[src/common/ttc_pkg.sv]
// trigger subsystem shared types

package ttc_pkg;

  // digitizer geometry
  localparam int num_chan = 5;                   // channels per digitizer
  localparam int unsigned ddr3_depth = 1 << 23;  // bursts per channel

  // field widths
  localparam int burst_w    = 23;
  localparam int trig_num_w = 24;
  localparam int ts_w       = 44;
  localparam int type_w     = 5;
  localparam int wfm_w      = 12;
  localparam int alarm_w    = 4;
  localparam int spare_w    = 26;  // pads the fifo word to 128 bits

  typedef logic [burst_w-1:0]    burst_cnt_t;
  typedef logic [trig_num_w-1:0] trig_num_t;
  typedef logic [ts_w-1:0]       timestamp_t;
  typedef logic [type_w-1:0]     trig_type_t;

  // asynchronous readout trigger
  localparam trig_type_t async_trig_type = 5'd7;

  // one-hot state encoding
  typedef enum logic [3:0] {
    idle            = 4'b0001,
    send_trigger    = 4'b0010,
    store_trig_info = 4'b0100,
    error           = 4'b1000
  } fsm_state_t;

  // per-channel acquisition settings
  typedef struct packed {
    burst_cnt_t         burst_count;   // bursts per waveform, minus one
    logic [wfm_w-1:0]   wfm_count;     // waveforms per acquisition
    burst_cnt_t         readout_size;  // bursts freed by one readout
  } chan_cfg_t;

  // command to the channel acquisition controller
  typedef struct packed {
    logic       trigger;
    trig_type_t trig_type;
    trig_num_t  trig_num;
  } acq_cmd_t;

  // 128-bit word for the trigger fifo, msb first
  typedef struct packed {
    logic [spare_w-1:0] spare;
    logic [alarm_w-1:0] xadc_alarms;
    logic               empty_event;
    trig_type_t         trig_type;
    trig_num_t          event_num;
    trig_num_t          trig_num;
    timestamp_t         timestamp;
  } trig_record_t;

endpackage
[src/ttc_trigger_top.sv]
// ttc trigger receiver top level

`timescale 1ns/100ps

module ttc_trigger_top
  import ttc_pkg::*;
(
  input  logic                      clk,
  input  logic                      reset,
  input  logic                      reset_trig_num,
  input  logic                      reset_trig_timestamp,
  input  logic                      trigger,
  input  trig_type_t                trig_type,
  input  logic [31:0]               trig_settings,
  input  logic [num_chan-1:0]       chan_en,
  input  chan_cfg_t [num_chan-1:0]  chan_cfg,
  input  burst_cnt_t                thres_ddr3_overflow,
  input  logic                      readout_done,
  input  logic                      acq_ready,
  input  logic                      acq_activated,
  input  logic                      async_mode,
  input  logic [3:0]                xadc_alarms,
  input  logic                      fifo_ready,
  output acq_cmd_t                  acq,
  output logic                      fifo_valid,
  output trig_record_t              fifo_data,
  output fsm_state_t                state,
  output trig_num_t                 trig_num,
  output timestamp_t                trig_timestamp,
  output burst_cnt_t [num_chan-1:0] stored_bursts,
  output logic [31:0]               ddr3_overflow_count,
  output logic                      ddr3_almost_full,
  output logic                      error_trig_rate
);

  timestamp_t timestamp_cnt;
  trig_num_t  next_trig_num;
  trig_num_t  next_event_num;
  logic       trig_take;
  logic       ddr3_full;

  ttc_trig_counters counters0 (
    .clk                  (clk),
    .reset                (reset),
    .reset_trig_num       (reset_trig_num),
    .reset_trig_timestamp (reset_trig_timestamp),
    .trig_take            (trig_take),
    .acq_trigger          (acq.trigger),
    .timestamp_cnt        (timestamp_cnt),
    .next_trig_num        (next_trig_num),
    .next_event_num       (next_event_num)
  );

  ddr3_occupancy occupancy0 (
    .clk                 (clk),
    .reset               (reset),
    .async_mode          (async_mode),
    .chan_en             (chan_en),
    .chan_cfg            (chan_cfg),
    .thres_ddr3_overflow (thres_ddr3_overflow),
    .acq_trigger         (acq.trigger),
    .readout_done        (readout_done),
    .stored_bursts       (stored_bursts),
    .ddr3_full           (ddr3_full),
    .ddr3_almost_full    (ddr3_almost_full)
  );

  ttc_trigger_fsm fsm0 (
    .clk                 (clk),
    .reset               (reset),
    .trigger             (trigger),
    .trig_type           (trig_type),
    .trig_settings       (trig_settings),
    .async_mode          (async_mode),
    .acq_ready           (acq_ready),
    .acq_activated       (acq_activated),
    .xadc_alarms         (xadc_alarms),
    .ddr3_full           (ddr3_full),
    .timestamp_cnt       (timestamp_cnt),
    .next_trig_num       (next_trig_num),
    .next_event_num      (next_event_num),
    .fifo_ready          (fifo_ready),
    .trig_take           (trig_take),
    .acq                 (acq),
    .fifo_valid          (fifo_valid),
    .fifo_data           (fifo_data),
    .state               (state),
    .trig_num            (trig_num),
    .trig_timestamp      (trig_timestamp),
    .ddr3_overflow_count (ddr3_overflow_count),
    .error_trig_rate     (error_trig_rate)
  );

endmodule

[src/trigger/ddr3_occupancy.sv]
// ddr3 burst occupancy per channel

`timescale 1ns/100ps

module ddr3_occupancy
  import ttc_pkg::*;
(
  input  logic                       clk,
  input  logic                       reset,
  input  logic                       async_mode,   // counts held at zero
  input  logic [num_chan-1:0]        chan_en,
  input  chan_cfg_t [num_chan-1:0]   chan_cfg,
  input  burst_cnt_t                 thres_ddr3_overflow,
  input  logic                       acq_trigger,  // one acquisition started
  input  logic                       readout_done, // one readout finished
  output burst_cnt_t [num_chan-1:0]  stored_bursts,
  output logic                       ddr3_full,
  output logic                       ddr3_almost_full
);

  burst_cnt_t [num_chan-1:0] acq_size;   // bursts written by one acquisition
  burst_cnt_t [num_chan-1:0] add_size;
  burst_cnt_t [num_chan-1:0] sub_size;
  logic [burst_w:0]          free_space [num_chan];
  logic [num_chan-1:0]       chan_full;
  logic [num_chan-1:0]       chan_warn;

  always_comb begin
    for (int i = 0; i < num_chan; i++) begin
      // (burst_count + 1) bursts per waveform, plus two header bursts
      acq_size[i] = (chan_cfg[i].burst_count + 23'd1) *
                    burst_cnt_t'(chan_cfg[i].wfm_count) + 23'd2;

      if (acq_trigger && chan_en[i]) begin
        add_size[i] = acq_size[i];
      end else begin
        add_size[i] = '0;
      end

      if (readout_done && chan_en[i]) begin
        sub_size[i] = chan_cfg[i].readout_size;
      end else begin
        sub_size[i] = '0;
      end

      free_space[i] = (burst_w + 1)'(ddr3_depth) - {1'b0, stored_bursts[i]};
      // next acquisition would overwrite unread data
      chan_full[i]  = chan_en[i] && (free_space[i] < {1'b0, acq_size[i]});
      chan_warn[i]  = stored_bursts[i] > thres_ddr3_overflow;
    end
  end

  assign ddr3_full        = |chan_full;
  assign ddr3_almost_full = |chan_warn;

  // add and remove in the same cycle when both strobes coincide
  always_ff @(posedge clk) begin
    if (reset || async_mode) begin
      stored_bursts <= '0;
    end else begin
      for (int i = 0; i < num_chan; i++) begin
        stored_bursts[i] <= stored_bursts[i] + add_size[i] - sub_size[i];
      end
    end
  end

endmodule

[src/trigger/ttc_trigger_fsm.sv]
// trigger handling state machine

`timescale 1ns/100ps

module ttc_trigger_fsm
  import ttc_pkg::*;
(
  input  logic         clk,
  input  logic         reset,
  input  logic         trigger,        // ttc trigger strobe
  input  trig_type_t   trig_type,
  input  logic [31:0]  trig_settings,  // 1 = pass type, 0 = block
  input  logic         async_mode,
  input  logic         acq_ready,
  input  logic         acq_activated,
  input  logic [3:0]   xadc_alarms,
  input  logic         ddr3_full,
  input  timestamp_t   timestamp_cnt,
  input  trig_num_t    next_trig_num,
  input  trig_num_t    next_event_num,
  input  logic         fifo_ready,
  output logic         trig_take,
  output acq_cmd_t     acq,
  output logic         fifo_valid,
  output trig_record_t fifo_data,
  output fsm_state_t   state,
  output trig_num_t    trig_num,
  output timestamp_t   trig_timestamp,
  output logic [31:0]  ddr3_overflow_count,
  output logic         error_trig_rate
);

  fsm_state_t  next_state;
  logic        empty_event;  // record goes out without an acquisition
  logic        empty_now;
  logic        accept;
  logic        overflow;
  logic        load_record;
  logic [3:0]  lat_alarms;

  // empty decision for the trigger arriving now
  always_comb begin
    if (async_mode) begin
      empty_now = (trig_type != async_trig_type) || !acq_activated;
    end else begin
      empty_now = !trig_settings[trig_type] || ddr3_full;
    end
  end

  always_comb begin
    next_state = state;
    trig_take  = 1'b0;
    accept     = 1'b0;
    overflow   = 1'b0;
    case (state)
      idle: begin
        if (trigger) begin
          trig_take  = 1'b1;
          next_state = send_trigger;
        end
      end
      send_trigger: begin
        if (!acq_ready) begin
          next_state = error;  // channels still busy with the last trigger
        end else begin
          accept     = !empty_event;
          // enabled type but refused, so the ddr3 was full
          overflow   = empty_event && !async_mode && trig_settings[acq.trig_type];
          next_state = store_trig_info;
        end
      end
      store_trig_info: begin
        if (fifo_ready) begin
          next_state = idle;
        end
      end
      error: begin
        next_state = error;  // only reset leaves
      end
      default: begin
        next_state = idle;
      end
    endcase
  end

  assign load_record = (state == send_trigger) && (next_state == store_trig_info);

  always_ff @(posedge clk) begin
    if (reset) begin
      state               <= idle;
      acq.trigger         <= 1'b0;
      fifo_valid          <= 1'b0;
      empty_event         <= 1'b0;
      ddr3_overflow_count <= '0;
    end else begin
      state       <= next_state;
      acq.trigger <= accept;  // single-cycle pulse
      if (trig_take) begin
        empty_event <= empty_now;
      end
      if (overflow) begin
        ddr3_overflow_count <= ddr3_overflow_count + 32'd1;
      end
      if (load_record) begin
        fifo_valid <= 1'b1;
      end else if (state == store_trig_info && fifo_ready) begin
        fifo_valid <= 1'b0;  // word taken by the fifo
      end
    end

    // trigger details, captured on entry to send_trigger
    if (trig_take) begin
      acq.trig_type  <= trig_type;
      acq.trig_num   <= next_trig_num;
      trig_timestamp <= timestamp_cnt;
      lat_alarms     <= xadc_alarms;
    end

    // held until the fifo accepts it
    if (load_record) begin
      fifo_data <= '{
        spare:       '0,
        xadc_alarms: lat_alarms,
        empty_event: empty_event,
        trig_type:   acq.trig_type,
        event_num:   next_event_num,
        trig_num:    acq.trig_num,
        timestamp:   trig_timestamp
      };
    end
  end

  assign trig_num        = next_trig_num;
  assign error_trig_rate = (state == error);  // sticky

endmodule

[src/ttc_trig_counters.sv]
// trigger number and timestamp counters

`timescale 1ns/100ps

module ttc_trig_counters
  import ttc_pkg::*;
(
  input  logic       clk,
  input  logic       reset,
  input  logic       reset_trig_num,        // channel b command
  input  logic       reset_trig_timestamp,  // channel b command
  input  logic       trig_take,             // trigger latched by the fsm
  input  logic       acq_trigger,           // trigger passed to the channels
  output timestamp_t timestamp_cnt,
  output trig_num_t  next_trig_num,
  output trig_num_t  next_event_num
);

  // free-running clock count
  always_ff @(posedge clk) begin
    if (reset || reset_trig_timestamp) begin
      timestamp_cnt <= '0;
    end else begin
      timestamp_cnt <= timestamp_cnt + 1'b1;
    end
  end

  // global trigger number, every received trigger
  always_ff @(posedge clk) begin
    if (reset || reset_trig_num) begin
      next_trig_num <= trig_num_t'(1);  // numbering starts at 1
    end else if (trig_take) begin
      next_trig_num <= next_trig_num + 1'b1;
    end
  end

  // event number, only triggers the channels acquired
  always_ff @(posedge clk) begin
    if (reset || reset_trig_num) begin
      next_event_num <= trig_num_t'(1);
    end else if (acq_trigger) begin
      next_event_num <= next_event_num + 1'b1;
    end
  end

endmodule

[config.mk]
export PLATFORM = sky130hd
export DESIGN_NAME = ttc_trigger_top
export DESIGN_NICKNAME = d
export VERILOG_FILES = /design/src/common/ttc_pkg.sv /design/src/ttc_trigger_top.sv /design/src/trigger/ddr3_occupancy.sv /design/src/trigger/ttc_trigger_fsm.sv /design/src/ttc_trig_counters.sv
export SDC_FILE = /design/constraint.sdc
export NUM_CORES = 2
export LEC_CHECK = 0
export ABC_AREA = 1
export ABC_CLOCK_PERIOD_IN_PS = 21700
export BUFFER_PORTS_ARGS = -buffer_cell sky130_fd_sc_hd__buf_2
export CORE_UTILIZATION = 45
export CTS_CLUSTER_DIAMETER = 100
export DETAILED_ROUTE_END_ITERATION = 7
export SYNTH_ARGS = -nofsm -noshare
export SYNTH_HDL_FRONTEND = slang
export SYNTH_HIERARCHICAL = 1
export SYNTH_SLANG_ARGS = --single-unit
export TNS_END_PERCENT = 100
[constraint.sdc]
create_clock -name clk -period 21.7 [get_ports clk]
set_clock_uncertainty 0.2 [all_clocks]
set_input_delay 2.17 -clock clk [delete_from_list [all_inputs] [get_ports clk]]
set_output_delay 2.17 -clock clk [all_outputs]
set_load 0.005 [all_outputs]
==> results.yml <==
outcome:
  status: "complete, no violations"
min_path:
  whs_path_depth: 0
  whs_endpoint: "fsm0/fifo_data[101]"
  hold_start: "fsm0/lat_alarms[3]"
  hold_path.class: "flop to flop"
cts:
  clk_pin_slew_ns: 0.06
  numCtsBuffers: 53
  clock_latency_ns: 0.68
  root_buffer: "clkbuf_16"
  cts.sinks: 425
  cts_setup_buffers: 0
  holdBufCountCts: 0
  postCtsResizedCells: 0
  cts_max_path_buffers: 3
  h-tree-depth: 2
  cts_tree: "yes"
place:
  port_buffers: 722
  post_dp_cell_area_mm2: 0.0728
  place.gp.congestion: 0.980
  post-place-ws_ns: 10.36
  hpwl_um: 188000
synthesis:
  synth_edf_count: 179
  ys.flop_type: "dfxtp_1"
  synth_seq_area_share: 0.153
  synth_area_leaders: "fa_1 (25%), inv_1 (12%), nand2_1 (12%)"
  syn-cell-area_mm2: 0.0675
  synth_cell_types: 68
  synth_top_area_frac: 0.253
  yosysTopAreaCell: "fa_1"
  syn_inst: 9357
  async_flop_share: 0
  ys_warn_count: 6
  syn_avg_cell_area_um2: 7.22
  synth_seq_cells: 425
finish:
  fin_util: 0.503
  fillers: 15000
  num-nets-final: 11700
  final_common_cell: "inv_1"
  mostFrequentLayoutCells: "inv_1 (2217), nand2_1 (2129), fa_1 (855)"
  area_growth_syn_to_layout_pct: 10.6
  drive_gt1_frac: 0.107
  multiInputGateArea_mm2: 0.0477
  fin_area_mm2: 0.0747
  seq_area_mm2: 0.0103
drt:
  drc_errors: 0
  route.vias.total: 61700
  vias_per_cell: 5.13
  initialDrtViolationCount: 3871
  drtAntennaViolNets: 0
  routed_wl_um: 223000
  wl_per_cell_um: 18.5
  dr.pass1.iters: 6
floorplanning:
  core_mm2: 0.148
  io_pins: 749
  start_util: 0.455
  die_h_um: 389
  dieArea_mm2: 0.152
  rows: 141
  die_x_um: 389
timing:
  setup_viol: 0
  max_freq_ghz: 0.0927
  slew_headroom: 0.218
  min_period_ns: 10.78
  rsz0062_at_grt: "no"
  final.setup.worst_slack_ns: 10.92
  hold_viol: 0
  worst_pin_slew_ns: 1.17
  fin_setup_tns_ns: 0
  post-route-period-util: 0.497
  whs_ns: 0.220
  maxSlewViolCount: 0
power:
  switching_power_w: 0.00629
  seqPwrFrac: 0.096
  p_leak_nw: 39.7
  ir_drop_uv: 138
  power_density_mw_per_mm2: 152
  switching_share: 0.555
  clkPwrFrac: 0.084
  power_frac_comb: 0.820
  internal_power_w: 0.00505
global_route:
  grt_pass1_vias: 61000
  grt_pass1_wl_um: 344000
  antenna_found_initial: 14
  grt_max_degree: 73
  grt_overflow: 0
  gr-usage-all-layers: 0.291
setup_path:
  start_kind: "input pin"
  arrival_ns: 11.14
  r2r_start: "fsm0/acq[29]"
  reg2reg_slack_ns: 16.43
  reg2reg_depth: 21
  required_ns: 22.06
  critPathMaxFanout: 13
  critPathCaptureType: "flop"
  r2r-end: "occupancy0/stored_bursts[90]"
  path_class: "input pin to flop"
  worst_path_max_delay_cell: "xor2_1"
  max_stage_delay_ns: 0.89
run:
  maxCapViolations: 0
## per-stage QoR
| stage | cells | power (W) |
|---|---|---|
| final | 12000 | 0.0113 |
| after global routing | 12000 | 0.0128 |
| after CTS | 12000 | 0.0113 |
| after detailed placement | 11900 | 0.0103 |
| after global placement | 11900 | 0.0102 |
| after floorplan | 9382 | 0.00790 |
## routing by layer
layer,vias up,wire length (um),global-route usage
li1,29700,-,-
met1,29800,96800,0.387
met2,1848,103000,0.480
met3,326,15500,0.0533
met4,4,6920,0.0881
met5,-,23,0
## worst max path at each step
| stage | slack (ns) | end | start | depth (start not counted) |
|---|---|---|---|---|
| after floorplan | 11.95 | occupancy0/stored_bursts[68] | chan_cfg[151] | 40 |
| after global placement | 10.43 | occupancy0/stored_bursts[114] | chan_cfg[267] | 35 |
| after detailed placement | 10.36 | occupancy0/stored_bursts[114] | chan_cfg[267] | 35 |
| after CTS | 10.98 | occupancy0/stored_bursts[114] | chan_cfg[267] | 35 |
| after global routing | 10.32 | occupancy0/stored_bursts[114] | chan_cfg[267] | 39 |
| final | 10.92 | occupancy0/stored_bursts[114] | chan_cfg[267] | 35 |
## cell type report
class                   instances  area share
multi-input cells            6469       0.639
repair buffers                738      0.0500
clock inverters                30     0.00504
clock buffers                  68      0.0199
inverters                    2271       0.114
diodes                          5    0.000168
flip-flops and latches        425       0.138
well taps                    2002      0.0335
## state kept, by name (all words and copies together), names as in the netlist
signal and flops:
fsm0/ddr3_overflow_count 32, occupancy0/stored_bursts 115, fsm0/fifo_valid 1, fsm0/lat_alarms 4, counters0/next_trig_num 24, counters0/next_event_num 24
fsm0/acq 30, fsm0/trig_timestamp 44, fsm0/empty_event 1, counters0/timestamp_cnt 44, fsm0/state 4, fsm0/fifo_data 102
## critical path: cells and delay by family
kind / cells / cell delay, ns
AOI/OAI and AO/OA: 1 / 0.38
xor gates and xnor gates: 3 / 1.18
adders and majority gates: 9 / 4.15
buffers and inverters: 7 / 0.58
and+or+nand+nor: 15 / 2.66
## synthesized netlist by cell type, drive strengths merged (5+ instances only)
| cell type | number |
|---|---|
| fa | 855 |
| o221ai | 6 |
| inv | 2243 |
| ha | 564 |
| nand4 | 137 |
| and2 | 8 |
| nor3b | 10 |
| a31oi | 27 |
| or2 | 97 |
| clkbuf | 148 |
| o21ai | 250 |
| a211oi | 8 |
| o21bai | 30 |
| a21boi | 7 |
| nand3 | 458 |
| nor4 | 17 |
| nand2 | 2153 |
| a21oi | 469 |
| a2111oi | 5 |
| nor3 | 124 |
| dfxtp | 246 |
| o211ai | 21 |
| xor2 | 136 |
| a21o | 10 |
| o31ai | 11 |
| edfxtp | 179 |
| buf | 69 |
| xnor2 | 37 |
| o21a | 55 |
| clkinv | 28 |
| nor2 | 899 |
| nand3b | 19 |
## kinds of logic (layout without fill, tap and decap cells)
family	count (synthesis)	count (layout)	synth area share
simple gates	3929	3929	0.248
buf+inv	2488	3107	0.142
fa+ha+maj	1419	1419	0.358
compound gates	921	921	0.0762
flops	425	425	0.153
xor+xnor	174	174	0.0228
other cells	1	31	0.0000555
## power groups by stage
stage,clock (W),sequential (W),combinational [W]
floorplan,0,0.00103,0.00687
global placement,0,0.00111,0.00906
detailed placement,0,0.00111,0.00922
CTS,0.000971,0.00109,0.00929
global route,0.000999,0.00110,0.0107
finish,0.000948,0.00109,0.00930
Power figures use the tool's default switching activity.
